==> src/design/dsp_fetch.sv <==
// Program counter, run control, jump handling and instruction valid flag
`timescale 1ns/1ps

module dsp_fetch #(
    parameter int ROM_AW = 10
) (
    input  logic              clk,
    input  logic              rst_n,
    input  logic              run,
    // Jump request from decode
    input  logic              jump,
    input  logic [ROM_AW-1:0] jump_addr,
    // To the program memory and decode
    output logic [ROM_AW-1:0] pc,
    output logic              instr_valid
);

    logic [ROM_AW-1:0] pc_next;

    // Jump wins over the sequential step
    always_comb begin
        if (jump) begin
            pc_next = jump_addr;
        end else if (run) begin
            pc_next = pc + 1'b1;
        end else begin
            pc_next = pc;
        end
    end

    always_ff @(posedge clk or negedge rst_n) begin
        if (!rst_n) begin
            pc <= '0;
        end else begin
            pc <= pc_next;
        end
    end

    // Valid travels alongside the memory read of the current pc.
    // The word read while a jump is taken is already stale, so it is dropped
    always_ff @(posedge clk or negedge rst_n) begin
        if (!rst_n) begin
            instr_valid <= 1'b0;
        end else begin
            instr_valid <= run & ~jump;
        end
    end

endmodule

==> config.mk <==
export PLATFORM = sky130hd
export DESIGN_NAME = dsp_fetch
export DESIGN_NICKNAME = d
export VERILOG_FILES = /design/src/design/dsp_fetch.sv
export SDC_FILE = /design/constraint.sdc
export NUM_CORES = 1
export LEC_CHECK = 0
export BUFFER_PORTS_ARGS = -buffer_cell sky130_fd_sc_hd__buf_2
export CAP_MARGIN = 20
export CORE_AREA = 2 2 39 41
export CTS_CLUSTER_SIZE = 25
export DETAILED_ROUTE_END_ITERATION = 12
export DIE_AREA = 0 0 41 43
export PLACE_DENSITY = 0.74
export SYNTH_ARGS = -nofsm -noshare
export SYNTH_HDL_FRONTEND = slang
export SYNTH_SLANG_ARGS = --single-unit
==> constraint.sdc <==
create_clock -name clk -period 2.8 [get_ports clk]
set_clock_uncertainty 0.2 [all_clocks]
set_input_delay 0.42 -clock clk [delete_from_list [all_inputs] [get_ports clk]]
set_output_delay 0.42 -clock clk [all_outputs]
set_load 0.02 [all_outputs]
## Word-level counts from Yosys, hierarchy flattened

Cells that the tools add are included.

- Register bits: 11
- Latch bits: 0
- Bits in writable memories: 0
- Bits in read-only memories: 0
- Bits of input ports: 14
- Output and inout port bits: 11
- Word-level logic and storage cells: 8
- Memories: 0

- Add/subtract/negate cells: 1
- $mul: 0
- Div/mod/pow operators: 0
- Order comparisons: 0
- Equal/unequal tests: 0
- Shifts and indexed selects: 0
- Mux-type cells: 2
- Bitwise operators: 2
- Reduce and logical (&&, ||, !) cells: 1

Operators with widths:

| cell | count |
|---|---|
| 2-to-1 mux 10 bit | 2 |
| adder 10 x 1 -> 10 bit, second input constant | 1 |
| nonzero test 2 bit | 1 |
| bitwise AND 1 bit | 1 |
| NOT 1 bit | 1 |

## Depth between registers and ports, before layout

- Depth after elaboration: 3
- Mapped depth: 4
- Gate-level depth less buffers: 4

## Worst setup path after synthesis

No wires, ideal clock.

- Path kind: reg-to-reg
- Start: register pc[0]
- End: register pc[8]
- Setup time: 0.082 ns
- Data arrival time: 1.419 ns
- Data required time: 2.518 ns
- Path slack: 1.099 ns
- Stages on the path, launching flop included: 5
- Path buffers: 0
- Period minus slack after synthesis: 1.701 ns
- Cell sequence: dfrtp_1 > ha_1 > nand2_1 > or4_1 > a31oi_1

- Word-level cells in the longest chain between the ends: 3

Ends and longest elaborated chain:

| element | line | RTL |
|---|---|---|
| from (decl) | 14 | `output logic [ROM_AW-1:0] pc,` |
| from (signal assigned) | 35 | `pc <= pc_next;` |
| adder 10 x 1 -> 10 bit | 25 | `pc_next = pc + 1'b1;` |
| 2-to-1 mux 10 bit | 24 | `end else if (run) begin` |
| 2-to-1 mux 10 bit | 22 | `if (jump) begin` |

No other way between the ends. The select of a mux whose other input is x is not followed.
A chain may end at the register's enable or synchronous reset.

## Final worst setup path

Same ends and word-level chain as after synthesis.

==> impl_metrics.json <==
{
  "powerDensity_nw_per_um2": 535.7,
  "syn-num-nets": 74,
  "yosys.cell_count.top_type": "dfrtp_1",
  "hold_start": "jump_addr[3]",
  "synth-edff-count": 0,
  "seq_area_frac_synth": 0.4731,
  "cp.buffers_inverters": 0,
  "cp_max_fo": 5,
  "cts-root-buf": "clkbuf_4",
  "pre_cts_slack_ps": 1067,
  "p_sw_uw": 130.6,
  "reg2reg_to": "pc[8]",
  "slew_viol_final": 0,
  "cts_tree": "yes",
  "numCtsBuffers": 3,
  "grt_pass1_vias": 496,
  "fin_ws_ps": 1127,
  "p_total_uw": 400.1,
  "io_pins": 25,
  "yosysTopAreaCell": "dfrtp_1",
  "finalWirelength_mm": 1.204,
  "worstHoldPathCells": 3,
  "core_um2": 1384,
  "drtPass1Iterations": 4,
  "tns_ps": 0,
  "nets": 102,
  "synthToLayoutAreaGrowth_pct": 28.39,
  "start_util": 0.4204,
  "dp.cells": 97,
  "crit_arrival_ps": 1660,
  "overflow": 0,
  "clockBufferDepth": 2,
  "critical_path.slowest_cell": "or4_1",
  "drive_above_1_share": 0.3372,
  "synth_commonest_cells": "dfrtp_1, nand2_1, nand3_1, or4_1, o21ai_0",
  "via_per_inst": 5.402,
  "p_comb_frac": 0.237,
  "crit_required_ps": 2790,
  "synthTopCellsByArea": "dfrtp_1, or4_1, nand2_1",
  "yosysWarnings": 0,
  "setup_viol": 0,
  "synthCells": 59,
  "dpl_cell_area_um2": 710.7,
  "p_clk_frac": 0.266,
  "cts_hold_buffers": 1,
  "diodes": 0,
  "relSlewSlack": 0.8300,
  "critPathKind": "flop to flop",
  "hold_slack_ps": 163.8,
  "crit_family": "simple AND/OR/NAND/NOR gates",
  "p_leak_nw": 0.3299,
  "gp_congestion": 0.6530,
  "antenna_found_initial": 0,
  "drv_cap": 0,
  "port_buffers": 24,
  "status": "finished, final reports clean",
  "fin_crit_ps": 1673,
  "ant_nets": 0,
  "cp-start-kind": "flop",
  "hold_viol": 0,
  "grt_use_total": 0.1706,
  "grt_pass1_wl_mm": 2.056,
  "yosysUniqueCellTypes": 20,
  "insertion_delay_ps": 260,
  "r2r_cells": 4,
  "post_drt_wl_per_cell_um": 11.80,
  "synthArstFlopShare": 1.000,
  "htreeDepth": 1,
  "die_area_um2": 1763,
  "post-route-period-util": 0.5975,
  "cp-end-kind": "flop",
  "post_cts_buffers": 0,
  "avgSynthCellArea_um2": 9.861,
  "vias": 551,
  "p_int_uw": 269.5,
  "row_count": 14,
  "cts.sinks": 11,
  "worst_slew_pin_slew_ps": 254.9,
  "die_height_um": 43,
  "design_area_um2": 747.0,
  "clk_pin_slew_ps": 70,
  "synth_area_um2": 581.8,
  "seqPwrFrac": 0.497,
  "max_freq_mhz": 597.8,
  "synth-seq-cells": 11,
  "hold_path_class": "input pin to flop",
  "cts_resized": 0,
  "synth_ff_type": "dfrtp_1",
  "cp_slowest_stage_delay_ps": 470,
  "final_util": 0.5398,
  "worstPathCellList": "ha_1 -> nand2_1 -> or4_1 -> a31oi_1",
  "route.detailed.drc": 0,
  "ir_worst_vdd_uv": 244.1,
  "holdPathEnd": "pc[3]",
  "grt_max_degree": 15,
  "grt_setup_unrepaired": "no",
  "drtIter0Drc": 10,
  "timing.rr.start": "pc[0]",
  "r2r_slack_ps": 1130,
  "chipWidth_um": 41,
  "switching_share": 0.3264,
  "synth_top_cell_area_share": 0.4731,
  "stdcell_count": 102
}
state kept, by name, indices dropped and copies added (netlist names):
register     cells
instr_valid      1
pc              10
worst max path at each step:
stage / endpoint / cells past startpoint / start
after floorplan: pc[8] / 4 / pc[0]
after global placement: pc[7] / 4 / run
after detailed placement: pc[7] / 4 / run
after CTS: pc[8] / 4 / pc[0]
after global routing: pc[8] / 4 / pc[0]
final: pc[8] / 4 / pc[0]
cell usage in the layout (no fill, tap or decap), drive strengths merged:
| master | Yosys | routed |
|---|---|---|
| clkbuf | 1 | 4 |
| o211ai | 2 | 2 |
| xnor2 | 2 | 2 |
| or4 | 5 | 5 |
| a31oi | 3 | 3 |
| ha | 1 | 1 |
| xor2 | 2 | 2 |
| buf | 1 | 24 |
| nand2 | 8 | 8 |
| clkinv | 1 | 1 |
| mux2i | 1 | 1 |
| dfrtp | 11 | 11 |
| nor2 | 3 | 3 |
| nand4 | 3 | 3 |
| nand3 | 6 | 6 |
| o21ai | 4 | 4 |
| mux2 | 1 | 1 |
| o31ai | 3 | 3 |
| nor2b | 1 | 1 |
| dlygate4sd3 | 0 | 1 |
routing by layer:
| metal | up-vias | track usage | wire length [um] |
|---|---|---|---|
| met5 | - | 0 | 0 |
| met4 | 0 | 0.08000 | 9 |
| met3 | 2 | 0.03141 | 91 |
| met2 | 19 | 0.2438 | 619 |
| met1 | 254 | 0.2400 | 485 |
| li1 | 276 | - | - |
power by group through the flow:
stage          Combinational [mW]  Clock (mW)  Sequential (mW)
6_report                   0.0946       0.107            0.199
5_1_grt                     0.107       0.119            0.203
4_1_cts                    0.0964       0.110            0.199
3_5_place_dp               0.0950           0            0.202
3_3_place_gp               0.0931           0            0.201
2_1_floorplan              0.0388           0            0.220
final cells by class:
class                           count  area, um2
Sequential cell                    11      275.3
Clock buffer                        4      26.28
Timing Repair Buffer               25      130.1
Multi-Input combinational cell     45      291.5
Inverter                            1      3.754
Tap cell                           16      20.02
Fill cell                         139      636.9
worst min-delay path, cell delays in order:
cell and delay (ps):
buf_2 70, nand2_1 40, o21ai_0 60
cell families (layout without fill, tap and decap cells):
kind of cell / after synthesis / in the layout / synth area share
simple gates: 26 / 26 / 0.2516
compound gates: 12 / 12 / 0.1312
flops: 11 / 11 / 0.4731
xor+xnor: 4 / 4 / 0.06023
buf+inv: 3 / 30 / 0.02580
mux: 2 / 2 / 0.03656
fa+ha+maj: 1 / 1 / 0.02150
No activity file was read; power rests on OpenSTA's default activity.
