--- src/common/dsp_pkg.sv ---
// Word, product and accumulator types, opcodes, instruction views and stage structs
package dsp_pkg;

    typedef logic [15:0]        word_t;
    typedef logic signed [31:0] prod_t;
    typedef logic signed [35:0] acc_t;

    // Output port limits
    localparam word_t SAT_POS = 16'h7FFF;
    localparam word_t SAT_NEG = 16'h8000;

    // Codes 9 to 15 are undefined and raise the fault flag
    typedef enum logic [3:0] {
        NOP  = 4'd0,
        LDX  = 4'd1,
        LDY  = 4'd2,
        MPY  = 4'd3,
        MAC  = 4'd4,
        CLR  = 4'd5,
        OUT  = 4'd6,
        IN   = 4'd7,
        GOTO = 4'd8
    } op_e;

    // Immediate view, for LDX, LDY and GOTO
    typedef struct packed {
        op_e        op;
        logic [1:0] spare;
        logic [9:0] imm;
    } instr_imm_t;

    // Accumulator view, for MAC, CLR and OUT
    typedef struct packed {
        op_e        op;
        logic       acc_sel;
        logic       chan;
        logic [9:0] spare;
    } instr_acc_t;

    typedef union packed {
        instr_imm_t imm_view;
        instr_acc_t acc_view;
    } instr_u;

    // Decode to execute, one-hot strobes plus operands
    typedef struct packed {
        logic  load_x;
        logic  load_y;
        logic  load_in;
        logic  mpy;
        logic  mac;
        logic  clr;
        logic  out;
        logic  acc_sel;
        logic  chan;
        word_t imm;
    } dec_ctrl_t;

    // Execute to result
    typedef struct packed {
        logic valid;
        acc_t acc;
        logic chan;
    } out_req_t;

endpackage
--- src/dau/dsp_execute.sv ---
// Data arithmetic unit with x, y, product, two accumulators and the input strobe
`timescale 1ns/1ps

module dsp_execute (
    input  logic               clk,
    input  logic               rst_n,
    input  dsp_pkg::dec_ctrl_t ctrl,
    input  dsp_pkg::word_t     pbus_in,
    output logic               pids_n,
    output dsp_pkg::out_req_t  out_req
);

    import dsp_pkg::*;

    word_t x;
    word_t y;
    prod_t p;
    acc_t  a0;
    acc_t  a1;
    acc_t  acc_cur;
    acc_t  p_ext;
    acc_t  acc_next;

    // Accumulator picked by the instruction
    assign acc_cur = ctrl.acc_sel ? a1 : a0;

    // Product sign-extended by 4 guard bits so the sum wraps at 36 bits
    assign p_ext = {{4{p[31]}}, p};

    always_comb begin
        if (ctrl.clr) begin
            acc_next = '0;
        end else begin
            acc_next = acc_cur + p_ext;
        end
    end

    // Input strobe goes low for one cycle per IN
    always_ff @(posedge clk or negedge rst_n) begin
        if (!rst_n) begin
            pids_n <= 1'b1;
        end else begin
            pids_n <= ~ctrl.load_in;
        end
    end

    always_ff @(posedge clk or negedge rst_n) begin
        if (!rst_n) begin
            x <= '0;
            y <= '0;
            p <= '0;
        end else begin
            if (ctrl.load_x) begin
                x <= ctrl.imm;
            end
            // Sample the port as the strobe ends
            if (!pids_n) begin
                y <= pbus_in;
            end
            // A later LDY overrides the port sample
            if (ctrl.load_y) begin
                y <= ctrl.imm;
            end
            if (ctrl.mpy) begin
                p <= $signed(x) * $signed(y);
            end
        end
    end

    always_ff @(posedge clk or negedge rst_n) begin
        if (!rst_n) begin
            a0 <= '0;
            a1 <= '0;
        end else if (ctrl.mac || ctrl.clr) begin
            if (ctrl.acc_sel) begin
                a1 <= acc_next;
            end else begin
                a0 <= acc_next;
            end
        end
    end

    // OUT hands the accumulator to the result stage
    always_ff @(posedge clk or negedge rst_n) begin
        if (!rst_n) begin
            out_req <= '0;
        end else begin
            out_req.valid <= ctrl.out;
            out_req.acc   <= acc_cur;
            out_req.chan  <= ctrl.chan;
        end
    end

endmodule

--- config.mk ---
export PLATFORM = sky130hd
export DESIGN_NAME = dsp_execute
export DESIGN_NICKNAME = d
export VERILOG_FILES = /design/src/common/dsp_pkg.sv /design/src/dau/dsp_execute.sv
export SDC_FILE = /design/constraint.sdc
export NUM_CORES = 1
export LEC_CHECK = 0
export BUFFER_PORTS_ARGS = -buffer_cell sky130_fd_sc_hd__buf_2
export CAP_MARGIN = 20
export CORE_MARGIN = 1
export CORE_UTILIZATION = 60
export CTS_BUF_LIST = sky130_fd_sc_hd__clkbuf_8
export CTS_CLUSTER_SIZE = 16
export DETAILED_ROUTE_END_ITERATION = 16
export GPL_TIMING_DRIVEN = 0
export PLACE_DENSITY = 0.76
export SETUP_SLACK_MARGIN = 0.2
export SLEW_MARGIN = 20
export SYNTH_ARGS = -nofsm -noshare
export SYNTH_HDL_FRONTEND = slang
export SYNTH_SLANG_ARGS = --single-unit
--- constraint.sdc ---
create_clock -name clk -period 7.7 [get_ports clk]
set_clock_uncertainty 0.1 [all_clocks]
set_input_delay 0.385 -clock clk [delete_from_list [all_inputs] [get_ports clk]]
set_output_delay 0.385 -clock clk [all_outputs]
set_load 0.03 [all_outputs]
# --- After elaboration in Yosys (flattened, before gate mapping) ---
# Index checks and enable logic that the tools add are counted.
op_classes:
  addsub: 1
  multipliers: 1
  eq_ne: 1
  n_mux: 4
  n_bitwise: 2
  n_reduce_logical: 3
op_table:
  columns: ["cell", "count"]
  rows:
  - ["36-bit 2-to-1 mux", 2]
  - ["36-bit by 32-bit adder with 36-bit output", 1]
  - ["16-bit by 16-bit multiplier with 32-bit output", 1]
  - ["16-bit 2-to-1 mux", 2]
  - ["2-bit AND reduction", 2]
  - ["2-bit != test, second input constant", 1]
  - ["1-bit inverter", 2]
  - ["1-bit logical OR", 1]
totals:
  register_bits: 175

# --- Depth between registers and ports, before layout ---
# Gate-level depths: netlist of run 1.
depth:
  word_depth: 3
  depth_mapped: 24
  depth_no_buf: 23

# --- Worst setup path after synthesis of run 1 ---
# No wires, ideal clock.
synth_timing:
  path_type: "register -> register"
  startpoint: "reg y[8]"
  endpoint: "reg p[31]"
  setup_ns: 0.069
  arrival_ns: 6.162
  required_ns: 7.531
  slack_ns: 1.369
  stages_incl_launch_ff: 24
  n_path_buf: 2
  cell_sequence: "dfrtp_1 clkbuf_1 clkbuf_1 nand2_1 fa_1 inv_1 fa_1 inv_1 fa_1 inv_1 fa_1 fa_1 inv_1 fa_1 inv_1 ha_1 a21o_1 a21o_1 a221oi_4 a21oi_2 o41ai_4 o21ai_2 or4_1 nand3_1"
synth_between:
  elab_chain_len: 1
synth_rtl:
  columns: ["item", "line", "source"]
  rows:
  - ["from (decl)", "dsp_execute.sv:16", "word_t y;"]
  - ["from (signal assigned)", "dsp_execute.sv:58", "y <= pbus_in;"]
  - ["from (signal assigned)", "dsp_execute.sv:62", "y <= ctrl.imm;"]
  - ["16-bit by 16-bit multiplier with 32-bit output", "dsp_execute.sv:65", "p <= $signed(x) * $signed(y);"]
  - ["to (signal assigned)", "dsp_execute.sv:65", null]
  - ["to (decl)", "dsp_execute.sv:17", "prod_t p;"]
# No other way between the ends.
# A chain may end at the register's enable or synchronous reset.

# --- Worst setup path in the final report of run 1 ---
layout_timing:
  startpoint: "reg y[8]"
  endpoint: "reg p[30]"
# The elaborated chain is that of the path after synthesis.

==> results.cfg, run 1 <==
[logic_synthesis]
synth_mux_area_share_pct = 5.420
synth_seq_area_share_pct = 23.78
ys_warn_count = 0
yosys.area_share.simple_pct = 13.50
synth_cell_types = 68
synth_nets = 2308
async_flop_share_pct = 100.0
synth_edf_count = 0
synth_top_family_by_area = adder cells
synthXorXnorAreaFrac_pct = 2.282
synth_area_per_cell_um2 = 9.772
synth-seq-cells = 175
synth_compound_area_share_pct = 10.44
syn_area_mm2 = 0.01842
netlist_instances = 1885
synthFlopType = dfrtp_1
synthAdderAreaFrac_pct = 36.53

[critical_path]
rr_startpoint = y[8]
cpMostUsedCell = fa_1
critPathSlowestCell = a2111oi_0
path_cells = clkbuf_1 -> clkbuf_1 -> nand2_1 -> fa_1 -> inv_1 -> fa_1 -> inv_1 -> fa_1 -> inv_1 -> fa_1 -> fa_1 -> inv_1 -> fa_1 -> inv_1 -> ha_1 -> a211oi_1 -> nand2_1 -> a21oi_1 -> o2111ai_1 -> a2111oi_0 -> nor3_1 -> nand3b_1
r2r_slack_ns = 0.52
reg2reg_depth = 22
critPathMaxFanout = 10
crit_path_end_kind = flip-flop
critPathKind = flip-flop to flip-flop
slowest_delay_ns = 0.62
start_kind = flip-flop
worstPathArrival_ns = 7.44
required_ns = 7.97
crit_start = y[8]
critPathTopFamily = adder cells
regToRegEndpoint = p[30]
crit_buf_inv = 7

[routing]
drt_wl_total_um = 42960
ant_nets = 0
vias = 13550
firstDrtPassIters = 6
via_per_inst = 5.660
drc_errors = 0
wl_per_cell_um = 17.95
dr.first_iter.drc_count = 970

[global_route]
grt_max_degree = 65
antenna_found_initial = 0
grtUsageTotal_pct = 29.45
overflow = 0
grt_pass1_vias = 13830
grt_pass1_wl_um = 71280

[timing]
max_freq_mhz = 139.3
finalSetupViolations = 0
hold_viol = 0
rsz0062_at_grt = no
fin_crit_sh_pct = 93.23
tightest_slew_ns = 0.8342
fin_crit_ns = 7.178
whs_ns = 0.03048
slew_headroom_pct = 44.39
finalSetupTns_ns = 0
slew_viol_final = 0

[placed_design]
place_inst = 2357
gp_congestion = 0.9475
io_buffer_count = 80
dp_hpwl_um = 35440

[layout]
nets = 2413
layout-drive-gt1-share_pct = 10.48
area_growth_pct = 7.608
final_cell_count_no_fill = 2393
n_fill_cell = 2445
multi_input_area_mm2 = 0.01256
regArea_mm2 = 0.004380
final_cell_mix = 321 x inv_1, 263 x fa_1, 231 x nand2_1
antennaDiodeCount = 0
final_common_cell = inv_1
post-route-util_pct = 66.17

[clock_tree]
ctsResizeCount = 0
cts_tree = yes
clock-sinks = 175
h-tree-depth = 4
clk_pin_slew_ns = 0.10
ctsLongestPathBuffers = 2
clk_latency_ns = 0.48
cts_root_buffer = clkbuf_8
numCtsBuffers = 17

[worst_hold_path]
whs_path_depth = 3
holdCritPathClass = primary input to flip-flop
holdPathEnd = y[8]
hold_path_startpoint = ctrl[8]

[floorplanning]
fp-row-count = 63
core-area_mm2 = 0.02995
start_util_pct = 61.50
io_pins = 82
die_w_um = 177.2
die_h_um = 177.2
die_area_mm2 = 0.03141

[job]
maxCapViolations = 0

[status]
status = completed
## layout make-up
type | count | share of cell area (%)
Multi-Input combinational cell | 1318 | 63.35
Sequential cell | 175 | 22.10
Inverter | 320 | 6.060
Timing Repair Buffer | 86 | 2.550
Tap cell | 390 | 2.462
Buffer | 72 | 1.420
Clock buffer | 17 | 1.180
Clock inverter | 15 | 0.8774
## tightest hold or removal path, stage by stage
cell and delay [ns]:
buf_2 0.09, nand2_1 0.04, o21ai_0 0.05
## flip-flops by register name (all words and copies together) (netlist names)
name and flops:
p 32, out_req 38, pids_n 1, y 16, a0 36, x 16
a1 36
## metal layers
metal | global-route usage [%] | up-vias | wire length, µm
met5 | 0 | - | 0
met4 | 9.626 | 0 | 1376
met3 | 4.682 | 84 | 2644
met2 | 50.11 | 451 | 20690
met1 | 38.43 | 6758 | 18250
li1 | - | 6252 | -
## synth_stat cells (all sizes together) (4+ instances only)
cell type	count	area, µm²
inv	320	1201
fa	263	5265
nand2	231	867.1
dfrtp	174	4354
and2	126	788.3
ha	117	1464
o21ai	105	529.3
mux2	70	788.3
clkbuf	62	232.7
a21oi	55	290.3
nor2	42	157.7
xnor2	41	359.1
nand2b	26	162.7
a21o	21	158.9
mux2i	21	210.2
nor3	17	85.08
a211oi	16	125.1
and3	14	92.59
nand3	14	70.07
o31ai	14	105.1
o21a	12	90.09
o21bai	11	90.08
buf	10	48.79
a31oi	9	56.30
or3	9	56.30
o211ai	8	60.06
xor2	7	61.31
a32o	6	60.06
nand3b	6	45.04
o41ai	6	86.34
a31o	4	35.03
nand4	4	25.02
nor2b	4	25.02
o2111ai	4	35.03
## cell families (layout without fill, tap and decap cells)
family | after synthesis | after routing
XOR/XNOR | 48 | 48
multiplexers | 91 | 91
flip-flops | 175 | 175
AO/OA/AOI/OAI | 291 | 291
adder cells (fa/ha/maj) | 380 | 380
AND/OR/NAND/NOR | 508 | 508
buffers and inverters | 392 | 510
## timing repair
action | in CTS | in global routing
buffers inserted | 0 | 0
hold endpoints to repair | 55 | 0
hold buffers | 4 | 0
endpoints found under the setup margin | 0 | 0
## how the worst max path moves through the flow
stage                  to  cells past startpoint
global placement    p[31]                     23
finish              p[30]                     22
global route        p[30]                     22
CTS                 p[31]                     23
detailed placement  p[31]                     23
floorplan           p[31]                     23
## through the flow
step,area (µm²),worst slack [ns]
finish,19820,0.5215
global route,19820,0.2439
CTS,19820,0.6001
detailed placement,19370,0.6277
global placement,19310,0.6771
floorplan,18420,1.369
Power of run 1 is left out: the tool's default activity adds up to more than one toggle a clock period on the data nets, which glitch-free logic cannot reach.
==> run 2, diff against run 1 <==
--- a/config.mk
+++ b/config.mk
@@ -8,12 +8,12 @@
 export BUFFER_PORTS_ARGS = -buffer_cell sky130_fd_sc_hd__buf_2
 export CAP_MARGIN = 20
 export CORE_MARGIN = 1
-export CORE_UTILIZATION = 60
+export CORE_UTILIZATION = 59
 export CTS_BUF_LIST = sky130_fd_sc_hd__clkbuf_8
 export CTS_CLUSTER_SIZE = 16
 export DETAILED_ROUTE_END_ITERATION = 16
 export GPL_TIMING_DRIVEN = 0
-export PLACE_DENSITY = 0.76
+export PLACE_DENSITY = 0.78
 export SETUP_SLACK_MARGIN = 0.2
 export SLEW_MARGIN = 20
 export SYNTH_ARGS = -nofsm -noshare
==> constraint.sdc (replaced) <==
create_clock -name clk -period 6.5 [get_ports clk]
set_clock_uncertainty 0.1 [all_clocks]
set_input_delay 0.325 -clock clk [delete_from_list [all_inputs] [get_ports clk]]
set_output_delay 0.325 -clock clk [all_outputs]
set_load 0.03 [all_outputs]
==> run 2 against run 1 <==
Clock-buffer cell count stayed put. Sequential cell count stayed put. Final cell count is 3.5% higher. Non-clock buffer count is 78 higher. Sequential share of layout area is 1.0 points lower. Setup slack worse by 0.24 ns. Highest routed layer unchanged. Register-to-register slack worse by 0.24 ns. Utilization is 2.2 points higher.
==> results.cfg, run 2 (synthesis gave the netlist of run 1 again) <==
[timing]
hold_viol = 0
finalSetupViolations = 0
fin_crit_sh_pct = 95.68
fin_crit_ns = 6.219
finalSetupTns_ns = 0
rsz0062_at_grt = yes
max_freq_mhz = 160.8
slew_viol_final = 0
tightest_slew_ns = 0.8671
slew_headroom_pct = 42.20

[floorplanning]
core-area_mm2 = 0.03067
die_w_um = 178.7
die_area_mm2 = 0.03193
fp-row-count = 64
io_pins = 82
start_util_pct = 60.06
die_h_um = 178.7

[worst_hold_path]
holdCritPathClass = primary input to flip-flop

[routing]
wl_per_cell_um = 19.05
ant_nets = 0
firstDrtPassIters = 6
dr.first_iter.drc_count = 1250
vias = 14150
via_per_inst = 5.714
drt_wl_total_um = 47200
drc_errors = 0

[global_route]
grtUsageTotal_pct = 30.66
grt_max_degree = 97
overflow = 0
grt_pass1_wl_um = 74740
grt_pass1_vias = 14620
antenna_found_initial = 0

[layout]
nets = 2491
area_growth_pct = 13.79
n_fill_cell = 2285
final_common_cell = inv_1
layout-drive-gt1-share_pct = 18.31
reg.largest.list = out_req (38), a0 (36), a1 (36)
final_cell_mix = 312 x inv_1, 254 x fa_1, 228 x nand2_1
largest_reg_flops = 38
regArea_mm2 = 0.004414
multi_input_area_mm2 = 0.01284
antennaDiodeCount = 0
largest-register = out_req

[critical_path]
worstPathArrival_ns = 6.50
critPathMaxFanout = 7
crit_path_end_kind = flip-flop
slowest_delay_ns = 0.55
required_ns = 6.78
start_kind = flip-flop
path_cells = buf_4 -> and2_1 -> fa_1 -> inv_1 -> fa_2 -> fa_1 -> inv_1 -> fa_1 -> fa_1 -> inv_1 -> fa_1 -> inv_1 -> ha_1 -> a21o_1 -> a21o_1 -> a221oi_4 -> a21oi_4 -> o41ai_4 -> buf_4 -> o21bai_4 -> a211oi_2 -> o31ai_1
cpMostUsedCell = fa_1
critPathKind = flip-flop to flip-flop
r2r_slack_ns = 0.28
critPathSlowestCell = fa_1

[clock_tree]
clk_latency_ns = 0.51
h-tree-depth = 4
clk_pin_slew_ns = 0.11
ctsLongestPathBuffers = 2
cts_root_buffer = clkbuf_8
cts_tree = yes
numCtsBuffers = 17
clock-sinks = 175

[placed_design]
dp_hpwl_um = 35990
gp_congestion = 0.9323
io_buffer_count = 80

[status]
status = completed

[job]
maxCapViolations = 0
-- run 2: area by class of cell --
class / count / area share [%]
plain buffers: 72 / 2.053
repair buffers: 164 / 5.450
clock inverters: 15 / 0.9551
clock buffers: 17 / 1.116
inverters: 320 / 5.731
well taps: 396 / 2.364
multi-input cells: 1318 / 61.27
flip-flops and latches: 175 / 21.06
-- run 2: final timing paths --
kind	endpoint	cells after the start	start
worst max-delay path	p[29]	22	x[7]
worst min-delay path	a0[35]	3	ctrl[17]
worst max register to register	p[29]	22	x[7]
worst min register to register	a1[2]	2	a1[2]
max in group asynchronous	a1[15]	3	rst_n
min in group asynchronous	a1[2]	2	rst_n
-- run 2: worst max-delay path, delay by kind of cell, from the launching register on --
family,cells,cell delay (ns)
buffers and inverters,6,0.67
and+or+nand+nor,1,0.18
AOI/OAI and AO/OA,8,1.57
DFF,1,0.46
adders and majority gates,7,3.12
-- run 2: layer usage --
layer	vias to the layer above	part of all wire [%]	GRT usage [%]
met5	-	0	0
met3	132	6.1	4.835
li1	6409	-	-
met2	555	49	52.97
met1	7057	41	38.79
met4	0	4.0	11.51
-- run 2: what timing repair did --
item,4_1_cts,5_1_grt
setup buffers,18,39
pin swaps,9,38
hold buffers,26,0
hold endpoints to repair,113,0
endpoints found under the setup margin,14,13
gates resized for setup,92,89
-- run 2: through the flow --
step | cell area (µm²) | hold WS, ns | util, % | instances | setup slack, ns
CTS | 20400 | 0.002391 | 66.52 | 2438 | 0.1985
floorplan | 18420 | -0.07059 | - | 1885 | 0.2262
detailed placement | 19350 | 0.2494 | 63.11 | 2362 | -0.5796
global route | 20960 | 0.005121 | 68.34 | 2477 | 0.08738
global placement | 19320 | 0.3331 | 62.99 | 2361 | -0.4748
finish | 20960 | 0.01880 | 68.34 | 2477 | 0.2810
Power of run 2 is left out for the same reason.
