File: config.mk
export PLATFORM = sky130hd
export DESIGN_NAME = dsp_result
export DESIGN_NICKNAME = d
export VERILOG_FILES = /design/src/common/dsp_pkg.sv /design/src/design/dsp_result.sv
export SDC_FILE = /design/constraint.sdc
export NUM_CORES = 1
export LEC_CHECK = 0
export BUFFER_PORTS_ARGS = -buffer_cell sky130_fd_sc_hd__buf_2
export CELL_PAD_IN_SITES_DETAIL_PLACEMENT = 0
export CELL_PAD_IN_SITES_GLOBAL_PLACEMENT = 2
export CORE_ASPECT_RATIO = 1.75
export CORE_MARGIN = 1
export CORE_UTILIZATION = 21
export CTS_CLUSTER_SIZE = 20
export DETAILED_ROUTE_END_ITERATION = 6
export PLACE_DENSITY_LB_ADDON = 0.1
export SYNTH_ARGS = -nofsm -noshare
export SYNTH_HDL_FRONTEND = slang
export SYNTH_SLANG_ARGS = --single-unit
File: constraint.sdc
create_clock -name clk -period 1 [get_ports clk]
set_input_delay 0.05 -clock clk [delete_from_list [all_inputs] [get_ports clk]]
set_output_delay 0.05 -clock clk [all_outputs]
set_load 0.01 [all_outputs]
File: src/common/dsp_pkg.sv
// Word, product and accumulator types, opcodes, instruction views and stage structs
package dsp_pkg;

    typedef logic [15:0]        word_t;
    typedef logic signed [31:0] prod_t;
    typedef logic signed [35:0] acc_t;

    // Output port limits
    localparam word_t SAT_POS = 16'h7FFF;
    localparam word_t SAT_NEG = 16'h8000;

    // Codes 9 to 15 are undefined and raise the fault flag
    typedef enum logic [3:0] {
        NOP  = 4'd0,
        LDX  = 4'd1,
        LDY  = 4'd2,
        MPY  = 4'd3,
        MAC  = 4'd4,
        CLR  = 4'd5,
        OUT  = 4'd6,
        IN   = 4'd7,
        GOTO = 4'd8
    } op_e;

    // Immediate view, for LDX, LDY and GOTO
    typedef struct packed {
        op_e        op;
        logic [1:0] spare;
        logic [9:0] imm;
    } instr_imm_t;

    // Accumulator view, for MAC, CLR and OUT
    typedef struct packed {
        op_e        op;
        logic       acc_sel;
        logic       chan;
        logic [9:0] spare;
    } instr_acc_t;

    typedef union packed {
        instr_imm_t imm_view;
        instr_acc_t acc_view;
    } instr_u;

    // Decode to execute, one-hot strobes plus operands
    typedef struct packed {
        logic  load_x;
        logic  load_y;
        logic  load_in;
        logic  mpy;
        logic  mac;
        logic  clr;
        logic  out;
        logic  acc_sel;
        logic  chan;
        word_t imm;
    } dec_ctrl_t;

    // Execute to result
    typedef struct packed {
        logic valid;
        acc_t acc;
        logic chan;
    } out_req_t;

endpackage
File: src/design/dsp_result.sv
// Output saturation and parallel port output strobe and channel select
`timescale 1ns/1ps

module dsp_result (
    input  logic              clk,
    input  logic              rst_n,
    input  dsp_pkg::out_req_t out_req,
    output dsp_pkg::word_t    pbus_out,
    output logic              pods_n,
    output logic              psel
);

    import dsp_pkg::*;

    logic  ovf;
    word_t sat_word;

    // Bits 35 to 31 must agree for the high word to be exact
    assign ovf = (|out_req.acc[35:31]) & ~(&out_req.acc[35:31]);

    always_comb begin
        if (ovf) begin
            sat_word = out_req.acc[35] ? SAT_NEG : SAT_POS;
        end else begin
            sat_word = out_req.acc[31:16];
        end
    end

    // Strobe lasts one cycle
    always_ff @(posedge clk or negedge rst_n) begin
        if (!rst_n) begin
            pods_n <= 1'b1;
        end else begin
            pods_n <= ~out_req.valid;
        end
    end

    // Data and select hold until the next OUT
    always_ff @(posedge clk or negedge rst_n) begin
        if (!rst_n) begin
            pbus_out <= '0;
            psel     <= 1'b0;
        end else if (out_req.valid) begin
            pbus_out <= sat_word;
            psel     <= out_req.chan;
        end
    end

endmodule

Word level (Yosys, flattened, before mapping):

Index checks and enable logic that the tools add are counted.

* multiplexer cells: 2
* bitwise gates (word level): 3
* reductions and logical operators: 2

Operators with widths (number)
* $mux W16: 2
* $reduce_and A5 Y1: 1
* $reduce_or A5 Y1: 1
* $not A1 Y1: 2
* $and A1 B1 Y1: 1

* flip-flop bits (word level): 18
* bits of input ports: 40
* output and inout bits: 18
* word-level logic and storage cells: 10

Longest topological paths before layout:

Gate-level depths: netlist of the first run.

* depth in word-level cells: 4
* depth in mapped cells: 4
* gate-level depth less buffers: 3

Worst setup path before layout of the first run:

Ideal clock, no wire load.

* path type: input to register
* start point: input port out_req[35] (netlist bit)
* end point: register pbus_out[0]
* setup time: 126 ps
* data arrival time: 779 ps
* required time: 874 ps
* setup slack: 95 ps
* stages: 4
* path buffers: 1
* cell sequence: nor4_4 -> nor3_2 -> buf_6 -> a221o_1

* word-level cells in the longest chain between the ends: 4
* elaborated cells on any way between the ends: 5
* classes of those cells: mux (1); bitwise (2); reduce/logical (2)

RTL lines
* start, declared: RTL line dsp_result.sv:7 `input dsp_pkg::out_req_t out_req,`
* $reduce_and A5 Y1: RTL line dsp_result.sv:19 `assign ovf = (|out_req.acc[35:31]) & ~(&out_req.acc[35:31]);`
* $not A1 Y1: RTL line dsp_result.sv:19
* $and A1 B1 Y1 *: RTL line dsp_result.sv:19
* $mux W16 *: RTL line dsp_result.sv:22 `if (ovf) begin`
* end signal, assigned: RTL line dsp_result.sv:44 `pbus_out <= sat_word;`
* end, declared: RTL line dsp_result.sv:8 `output dsp_pkg::word_t pbus_out,`

Every way passes the cells marked *; elsewhere a longest branch is shown, timed or not.
A chain may end at the register's enable or synchronous reset.

Final worst setup path of the first run:

* start point: register pods_n
* end point: output port pods_n

RTL lines
* start, declared: RTL line dsp_result.sv:9 `output logic pods_n,`
* start signal, assigned: RTL line dsp_result.sv:34 `pods_n <= ~out_req.valid;`

No word-level cell between the ends.

==> results of run 1 <==
[stage by stage]
step	hold WS, ps	total power, mW	cell area, um^2
6_report	28.5	1.77	1040
5_1_grt	25.4	1.87	1040
4_1_cts	18.1	1.80	1030
3_5_place_dp	10.9	1.19	963
3_3_place_gp	8.32	1.19	963
2_1_floorplan	-246	1.01	697
[area by class of cell]
| cell class | instances | area (um^2) | area share |
|---|---|---|---|
| Sequential cell | 18 | 452 | 0.433 |
| Timing Repair Buffer | 46 | 245 | 0.235 |
| Multi-Input combinational cell | 21 | 233 | 0.223 |
| Clock buffer | 4 | 55.1 | 0.0528 |
| Tap cell | 43 | 53.8 | 0.0516 |
| Inverter | 1 | 3.75 | 0.00360 |
[placed cells by master, fill, tap and decap left out]
cell type and count:
buf_4 4, nand4_1 1, mux2_2 2, nor4_4 1, inv_2 1, clkbuf_8 4, buf_2 41, a221o_1 15
dfstp_2 1, nor3_4 1, dfrtp_1 17, dlygate4sd3_1 1, a21oi_4 1
[registers in the layout (all words and copies together), names as in the netlist]
| register | count |
|---|---|
| pbus_out | 16 |
| pods_n | 1 |
| psel | 1 |
[power groups by stage]
stage	clock network (mW)	registers (mW)	logic [mW]
floorplan	0	0.900	0.109
global placement	0	0.864	0.322
detailed placement	0	0.862	0.325
CTS	0.618	0.849	0.332
global route	0.645	0.858	0.364
finish	0.590	0.848	0.329
[per-layer routing]
metal	up-vias	wire, um	track usage
li1	274	-	-
met5	-	0	0
met3	4	102	0.0161
met2	32	906	0.189
met4	0	25	0.0545
met1	288	757	0.135
[logic make-up after synthesis]
logic type	count (synthesis)
flops	18
mux	2
simple gates	3
compound gates	16
buf+inv	4
[timing repair]
| item | in CTS | in global routing |
|---|---|---|
| cloned | 0 | 0 |
| gates resized for setup | 1 | 1 |
| setup endpoints to repair | 1 | 15 |
| hold buffers | 1 | 0 |
| endpoints found under the hold margin | 17 | 0 |
[how the worst min path moves through the flow]
stage | start | endpoint | slack (ps) | cells after the start
3_5_place_dp | rst_n | psel | 10 | 1
5_1_grt | out_req[27] | pbus_out[10] | 30 | 2
4_1_cts | out_req[29] | pbus_out[12] | 20 | 2
6_report | out_req[29] | pbus_out[12] | 30 | 2
2_1_floorplan | rst_n | pbus_out[0] | -250 | 0
3_3_place_gp | rst_n | pbus_out[14] | 8 | 1
[synthesized netlist by cell type]
library cell	number	area (um^2)
buf_4	1	7.51
clkbuf_1	1	3.75
dfrtp_1	17	425
nand4_1	1	6.26
buf_6	1	11.3
a21oi_2	1	8.76
mux2_2	2	22.5
nor4_4	1	21.3
dfstp_2	1	26.3
nor3_2	1	10.0
a221o_1	15	150
inv_2	1	3.75
==> out/results.txt, run 1 <==
status: complete, no violations
synthesized area per cell: 16.2 um^2
worst-path cell chain: buf_2
final std cells w/o fill: 133
Post-Synth Simple-Gate Area: 0.0539
type of the most critical hold path: input port to flip-flop
Post-Synth XOR/XNOR Area: 0
Compound-Gate Fraction of Synth Area: 0.228
CTS root buf: clkbuf_8
cells after synthesis: 43
worst slack at placement: -279 ps
minimum clock period: 927 ps
placed cells: 128
internal reg-to-reg setup slack: 150 ps
Worst Setup Path Type: flip-flop to output pin
routed length per instance: 13.5 um
Total Nets Final: 131
core area: 3140 um^2
Critical Path Source Type: flip-flop
Least-Margin Pin Slew: 573 ps
Post-Syn Nets: 83
setup TNS: 0 ps
Vias/cell: 4.50
Levels on crit path: 1
die area: 3560 um^2
# rows: 27
Adder-Cell Fraction of Synth Area: 0
PD cells: 1690 nW/um^2
# diodes: 0
crit path buf inv count: 1
max incr delay on CP: 510 ps
vias in the first global route: 664
H-tree Lvls: 1
CTS Buf Count: 3
Clock Latency Late Sink: 250 ps
Seq cells post-synth: 18
yosys warns: 0
period utilization: 0.927
Max-slew headroom: 0.617
Die Y-Extent: 78.2 um
Max Cap Viol: 0
fin. max-slew vios: 0
largest family of logic cells by synthesized area: compound AO/OA/AOI/OAI gates
clk buf depth: 2
fraction of layout cells with a size suffix above 1: 0.622
largest net degree at the start of global routing: 19
gr usage total: 0.113
CP Capture Type: output pin
clock share of power: 0.334
initial core utilization: 0.222
global route overflow: 0
Sw Pwr: 443 uW
hpwl dp: 1330 um
global-route wire length before repair: 2970 um
CP top delay family: flip-flops
Pint: 1.32 mW
sequential share of power: 0.480
reg2reg start: pbus_out[7]
Post-Syn Area: 697 um^2
VDD IR max: 520 uV
max frequency: 1080 MHz
gpl congestion: 0.649
Seq/Total Area, Yosys: 0.648
Critical Path Slowest Stage Cell: dfstp_2
WL final: 1790 um
final hold violation count: 0
die width: 45.5 um
Ports: 58
clk sinks: 18
RR Endpoint: pbus_out[7]
area grow syn2layout: 49.6%
Routed Antenna Nets: 0
CP Max Fanout: 1
switch share: 0.251
drt first pass iters: 3
RSZ-0062 raised after global routing: false
final setup fails: 0
drt drc: 0
reg2reg path depth: 1
port bufs: 41
final worst setup slack: 73.0 ps
Worst EP required: 950 ps
Util after Layout: 0.332
Clock Skews: 0 ps
vias post-DR: 598
TritonCTS clock tree: yes
Critical Path Start: pods_n
Worst setup endpoint: pods_n
Gate power share: 0.186
crit path DAT: 880 ps
1st-iter DRT viols: 5
mux share of post-synthesis cell area: 0.0323
number of library cell types mapped by synthesis: 12
fill count: 335
Post CTS Setup Buffer Count: 0
initial antenna violation count: 0
Pleak: 0.491 nW
clock transition at the registers of the reported paths: 70 ps
Note: power is estimated with default switching activity, not from simulation.
==> run 2: changes to the inputs <==
--- a/config.mk
+++ b/config.mk
@@ -14,6 +14,7 @@
 export CTS_CLUSTER_SIZE = 20
 export DETAILED_ROUTE_END_ITERATION = 6
 export PLACE_DENSITY_LB_ADDON = 0.1
+export SETUP_SLACK_MARGIN = 0.2
 export SYNTH_ARGS = -nofsm -noshare
 export SYNTH_HDL_FRONTEND = slang
 export SYNTH_SLANG_ARGS = --single-unit
==> run 2 against run 1 <==
  * Via count down 0.84%
  * Sequential share of layout area down 1.3 points
  * Setup slack improved by 17 ps
  * Clock power shrank 3.6%
  * Die area did not move
  * Non-clock buffer count rose by 1
  * Sequential power hardly changed
  * Critical path type unchanged
==> out/results.txt, run 2 (synthesis results as in run 1) <==
Max-slew headroom: 0.608
Hold Slack: 33.3 ps
drt drc: 0
Routed Antenna Nets: 0
# rows: 27
clk buf depth: 2
commonest non-fill, non-tap cell in the layout: buf_2
Worst Setup Path Type: flip-flop to output pin
Critical Path Source Type: flip-flop
Critical Path Slowest Stage Cell: dfstp_2
final setup fails: 0
crit path DAT: 860 ps
Clock Skews: 0 ps
Worst EP required: 950 ps
hpwl dp: 1320 um
VDD IR max: 549 uV
area grow syn2layout: 54.2%
Ports: 58
gpl congestion: 0.673
type of the most critical hold path: input port to flip-flop
Design Power: 1.77 mW
port bufs: 41
1st-iter DRT viols: 12
Util after Layout: 0.342
internal reg-to-reg setup slack: 190 ps
Total Nets Final: 132
fin. max-slew vios: 0
vias in the first global route: 644
initial antenna violation count: 0
global-route wire length before repair: 2900 um
clock transition at the registers of the reported paths: 60 ps
vias post-DR: 593
H-tree Lvls: 1
TritonCTS clock tree: yes
final hold violation count: 0
fraction of layout cells with a size suffix above 1: 0.626
CP top delay family: flip-flops
minimum clock period: 910 ps
Pleak: 0.504 nW
max incr delay on CP: 530 ps
drt first pass iters: 3
crit path buf inv count: 1
PD cells: 1640 nW/um^2
CTS Buf Count: 3
status: complete, no violations
CTS root buf: clkbuf_8
worst-path cell chain: buf_6
initial core utilization: 0.222
clk sinks: 18
CP Max Fanout: 1
max reg flops: 16
most frequent cells in the layout: 39 x buf_2, 17 x dfrtp_1, 15 x a221o_1, 4 x clkbuf_8, 4 x buf_4
global route overflow: 0
setup TNS: 0 ps
WL final: 1770 um
die width: 45.5 um
Least-Margin Pin Slew: 585 ps
die area: 3560 um^2
Storage cell area: 452 um^2
max frequency: 1100 MHz
# diodes: 0
register with the most flip-flops: pbus_out
area of the multi-input gates: 233 um^2
RSZ-0062 raised after global routing: true
routed length per instance: 13.2 um
Clock Latency Late Sink: 240 ps
period utilization: 0.910
largest net degree at the start of global routing: 19
core area: 3140 um^2
Max Cap Viol: 0
fill count: 329
Vias/cell: 4.43
Top Registers: pbus_out (16), pods_n (1), psel (1)
CP Capture Type: output pin
gr usage total: 0.108
Die Y-Extent: 78.2 um
[run 2: repair_timing]
item                                    4_1_cts  5_1_grt
hold buffers                                  1        0
buffers inserted                              0        1
resized for setup                             3        1
endpoints found under the setup margin       33       33
hold endpoints to repair                     17        0
pin swaps                                     9        2
[run 2: layout make-up]
type,instances,area share
multi-input cells,21,0.217
inverters,1,0.00349
clock buffers,4,0.0512
flip-flops and latches,18,0.420
well taps,43,0.0501
repair buffers,47,0.258
[run 2: stage by stage]
| stage | setup slack [ps] | instances | area [um^2] |
|---|---|---|---|
| 4_1_cts | 79.5 | 133 | 1050 |
| 2_1_floorplan | 94.7 | 43 | 697 |
| 5_1_grt | 66.3 | 134 | 1070 |
| 3_5_place_dp | -261 | 128 | 963 |
| 3_3_place_gp | -202 | 128 | 963 |
| 6_report | 89.8 | 134 | 1070 |
[run 2: worst paths after layout]
path	start	end	cells past startpoint
min reg2reg	pbus_out[1]	pbus_out[1]	1
min in group asynchronous	rst_n	pbus_out[3]	2
max	pods_n	pods_n	1
max reg2reg	pbus_out[8]	pbus_out[8]	1
max in group asynchronous	rst_n	pods_n	2
min	out_req[18]	pbus_out[1]	2
[run 2: layer usage]
metal	up-vias	global-route usage	wire length, um
li1	276	-	-
met1	282	0.134	757
met2	33	0.179	865
met3	2	0.0184	139
met4	0	0.0364	8
met5	-	0	0
[run 2: power breakdown]
| part | switching, mW | total, mW | internal (mW) |
|---|---|---|---|
| registers | 0.0420 | 0.851 | 0.809 |
| clock network | 0.220 | 0.569 | 0.349 |
| logic | 0.164 | 0.346 | 0.182 |
| total | 0.426 | 1.77 | 1.34 |
==> run 3: changes to the inputs <==
--- a/config.mk
+++ b/config.mk
@@ -14,7 +14,9 @@
 export CTS_CLUSTER_SIZE = 20
 export DETAILED_ROUTE_END_ITERATION = 6
 export PLACE_DENSITY_LB_ADDON = 0.1
+export RECOVER_POWER = 100
 export SETUP_SLACK_MARGIN = 0.2
+export SKIP_LAST_GASP = 1
 export SYNTH_ARGS = -nofsm -noshare
 export SYNTH_HDL_FRONTEND = slang
 export SYNTH_SLANG_ARGS = --single-unit
==> run 3 against run 2 <==
  * Sequential power about the same
  * Clock skew unchanged
  * Via count fell by 0.17%
  * Sequential cell count stayed put
  * Sequential share of layout area up 1.5 points
  * Hold slack is essentially flat
  * First-iteration DRC count stayed put
  * Fmax down 1.9%
  * Global-route usage stayed put
  * Design area is 3.5% lower
  * Largest cell class unchanged
==> out/results.txt, run 3 (synthesis results as in run 1) <==
Critical Path Source Type: flip-flop
final std cells w/o fill: 134
period utilization: 0.928
H-tree Lvls: 1
routed length per instance: 13.2 um
# rows: 27
Hold Path Origin: out_req[18]
global-route wire length before repair: 2900 um
Die Y-Extent: 78.2 um
Vias/cell: 4.42
Top Registers: pbus_out (16), pods_n (1), psel (1)
VDD IR max: 521 uV
CTS root buf: clkbuf_8
final worst setup slack: 72.4 ps
register with the most flip-flops: pbus_out
RR Endpoint: pbus_out[8]
Worst Hold End: pbus_out[1]
most frequent cells in the layout: 22 x buf_2, 18 x clkbuf_1, 17 x dfrtp_1, 15 x a221o_1, 4 x clkbuf_8
Design Power: 1.74 mW
Max-slew headroom: 0.603
design area: 1040 um^2
Least-Margin Pin Slew: 594 ps
vias post-DR: 592
Sw Pwr: 427 uW
core area: 3140 um^2
worst hold path depth: 2
reg2reg start: pbus_out[8]
max reg flops: 16
worst slack at placement: -261 ps
crit path buf inv count: 1
type of the most critical hold path: input port to flip-flop
Clock Skews: 0 ps
final hold violation count: 0
sequential share of power: 0.491
status: complete, no violations
clk buf depth: 2
hpwl dp: 1320 um
vias in the first global route: 644
gr usage total: 0.108
crit path DAT: 880 ps
placed cells: 128
CP Capture Type: output pin
clk sinks: 18
Util after Layout: 0.330
max frequency: 1080 MHz
RSZ-0062 raised after global routing: true
placed cell area: 963 um^2
port bufs: 41
clock transition at the registers of the reported paths: 70 ps
fin. max-slew vios: 0
gpl congestion: 0.673
Routed Antenna Nets: 0
WL final: 1770 um
global route overflow: 0
initial core utilization: 0.222
Worst Setup Path Type: flip-flop to output pin
1st-iter DRT viols: 12
fraction of layout cells with a size suffix above 1: 0.429
drt first pass iters: 3
Ports: 58
worst-path cell chain: clkbuf_2
# diodes: 0
Gate power share: 0.182
switch share: 0.246
Critical Path Slowest Stage Cell: dfstp_2
PD cells: 1670 nW/um^2
CTS Buf Count: 3
area grow syn2layout: 48.8%
clock share of power: 0.327
max incr delay on CP: 510 ps
Levels on crit path: 1
TritonCTS clock tree: yes
die width: 45.5 um
drt drc: 0
die area: 3560 um^2
Max Cap Viol: 0
reg2reg path depth: 1
CP top delay family: flip-flops
Pleak: 0.449 nW
final setup fails: 0
internal reg-to-reg setup slack: 180 ps
initial antenna violation count: 0
Pint: 1.31 mW
Worst EP required: 950 ps
commonest non-fill, non-tap cell in the layout: buf_2
largest net degree at the start of global routing: 19
Clock Latency Late Sink: 240 ps
minimum clock period: 928 ps
CP Max Fanout: 1
Total Nets Final: 132
-- run 3: changes by cell type in the layout (fill, tap and decap cells not counted), sizes merged --
cell,delta
buf,-20
clkbuf,+20
-- run 3: repair_timing --
action | 4_1_cts | 5_1_grt
hold buffers | 1 | 0
cloned | 0 | 0
hold endpoints to repair | 17 | 0
pin swaps | 9 | 2
setup endpoints to repair | 33 | 33
buffers inserted | 0 | 1
resized for setup | 3 | 1
-- run 3: layout make-up --
| cell class | instances | area, um^2 |
|---|---|---|
| Clock buffer | 4 | 55.1 |
| Fill cell | 339 | 2100 |
| Inverter | 1 | 3.75 |
| Multi-Input combinational cell | 21 | 233 |
| Sequential cell | 18 | 452 |
| Tap cell | 43 | 53.8 |
| Timing Repair Buffer | 47 | 240 |
-- run 3: per-layer routing --
layer | GRT usage | wire [um] | up-vias
met3 | 0.0184 | 135 | 2
met4 | 0.0364 | 12 | 0
met5 | 0 | 0 | -
met1 | 0.134 | 782 | 280
met2 | 0.179 | 842 | 33
li1 | - | - | 277
-- run 3: how the worst max path moves through the flow --
stage | start | endpoint | slack, ps
floorplan | out_req[35] | pbus_out[0] | 90
global placement | out_req[37] | pbus_out[3] | -200
CTS | pods_n | pods_n | 80
finish | pods_n | pods_n | 70
global route | pods_n | pods_n | 40
detailed placement | out_req[37] | pbus_out[8] | -260
-- run 3: power by group through the flow --
stage	clock, mW	combinational [mW]	sequential, mW
final	0.568	0.316	0.852
after global routing	0.626	0.350	0.863
after CTS	0.595	0.336	0.849
after detailed placement	0	0.325	0.860
after global placement	0	0.321	0.865
after floorplan	0	0.109	0.900
-- run 3: metrics by stage --
step | setup TNS (ps) | hold WS (ps)
2_1_floorplan | 0 | -246
3_3_place_gp | -2890 | 1.54
3_5_place_dp | -3750 | 6.29
4_1_cts | 0 | 26.3
5_1_grt | 0 | 25.9
6_report | 0 | 33.2
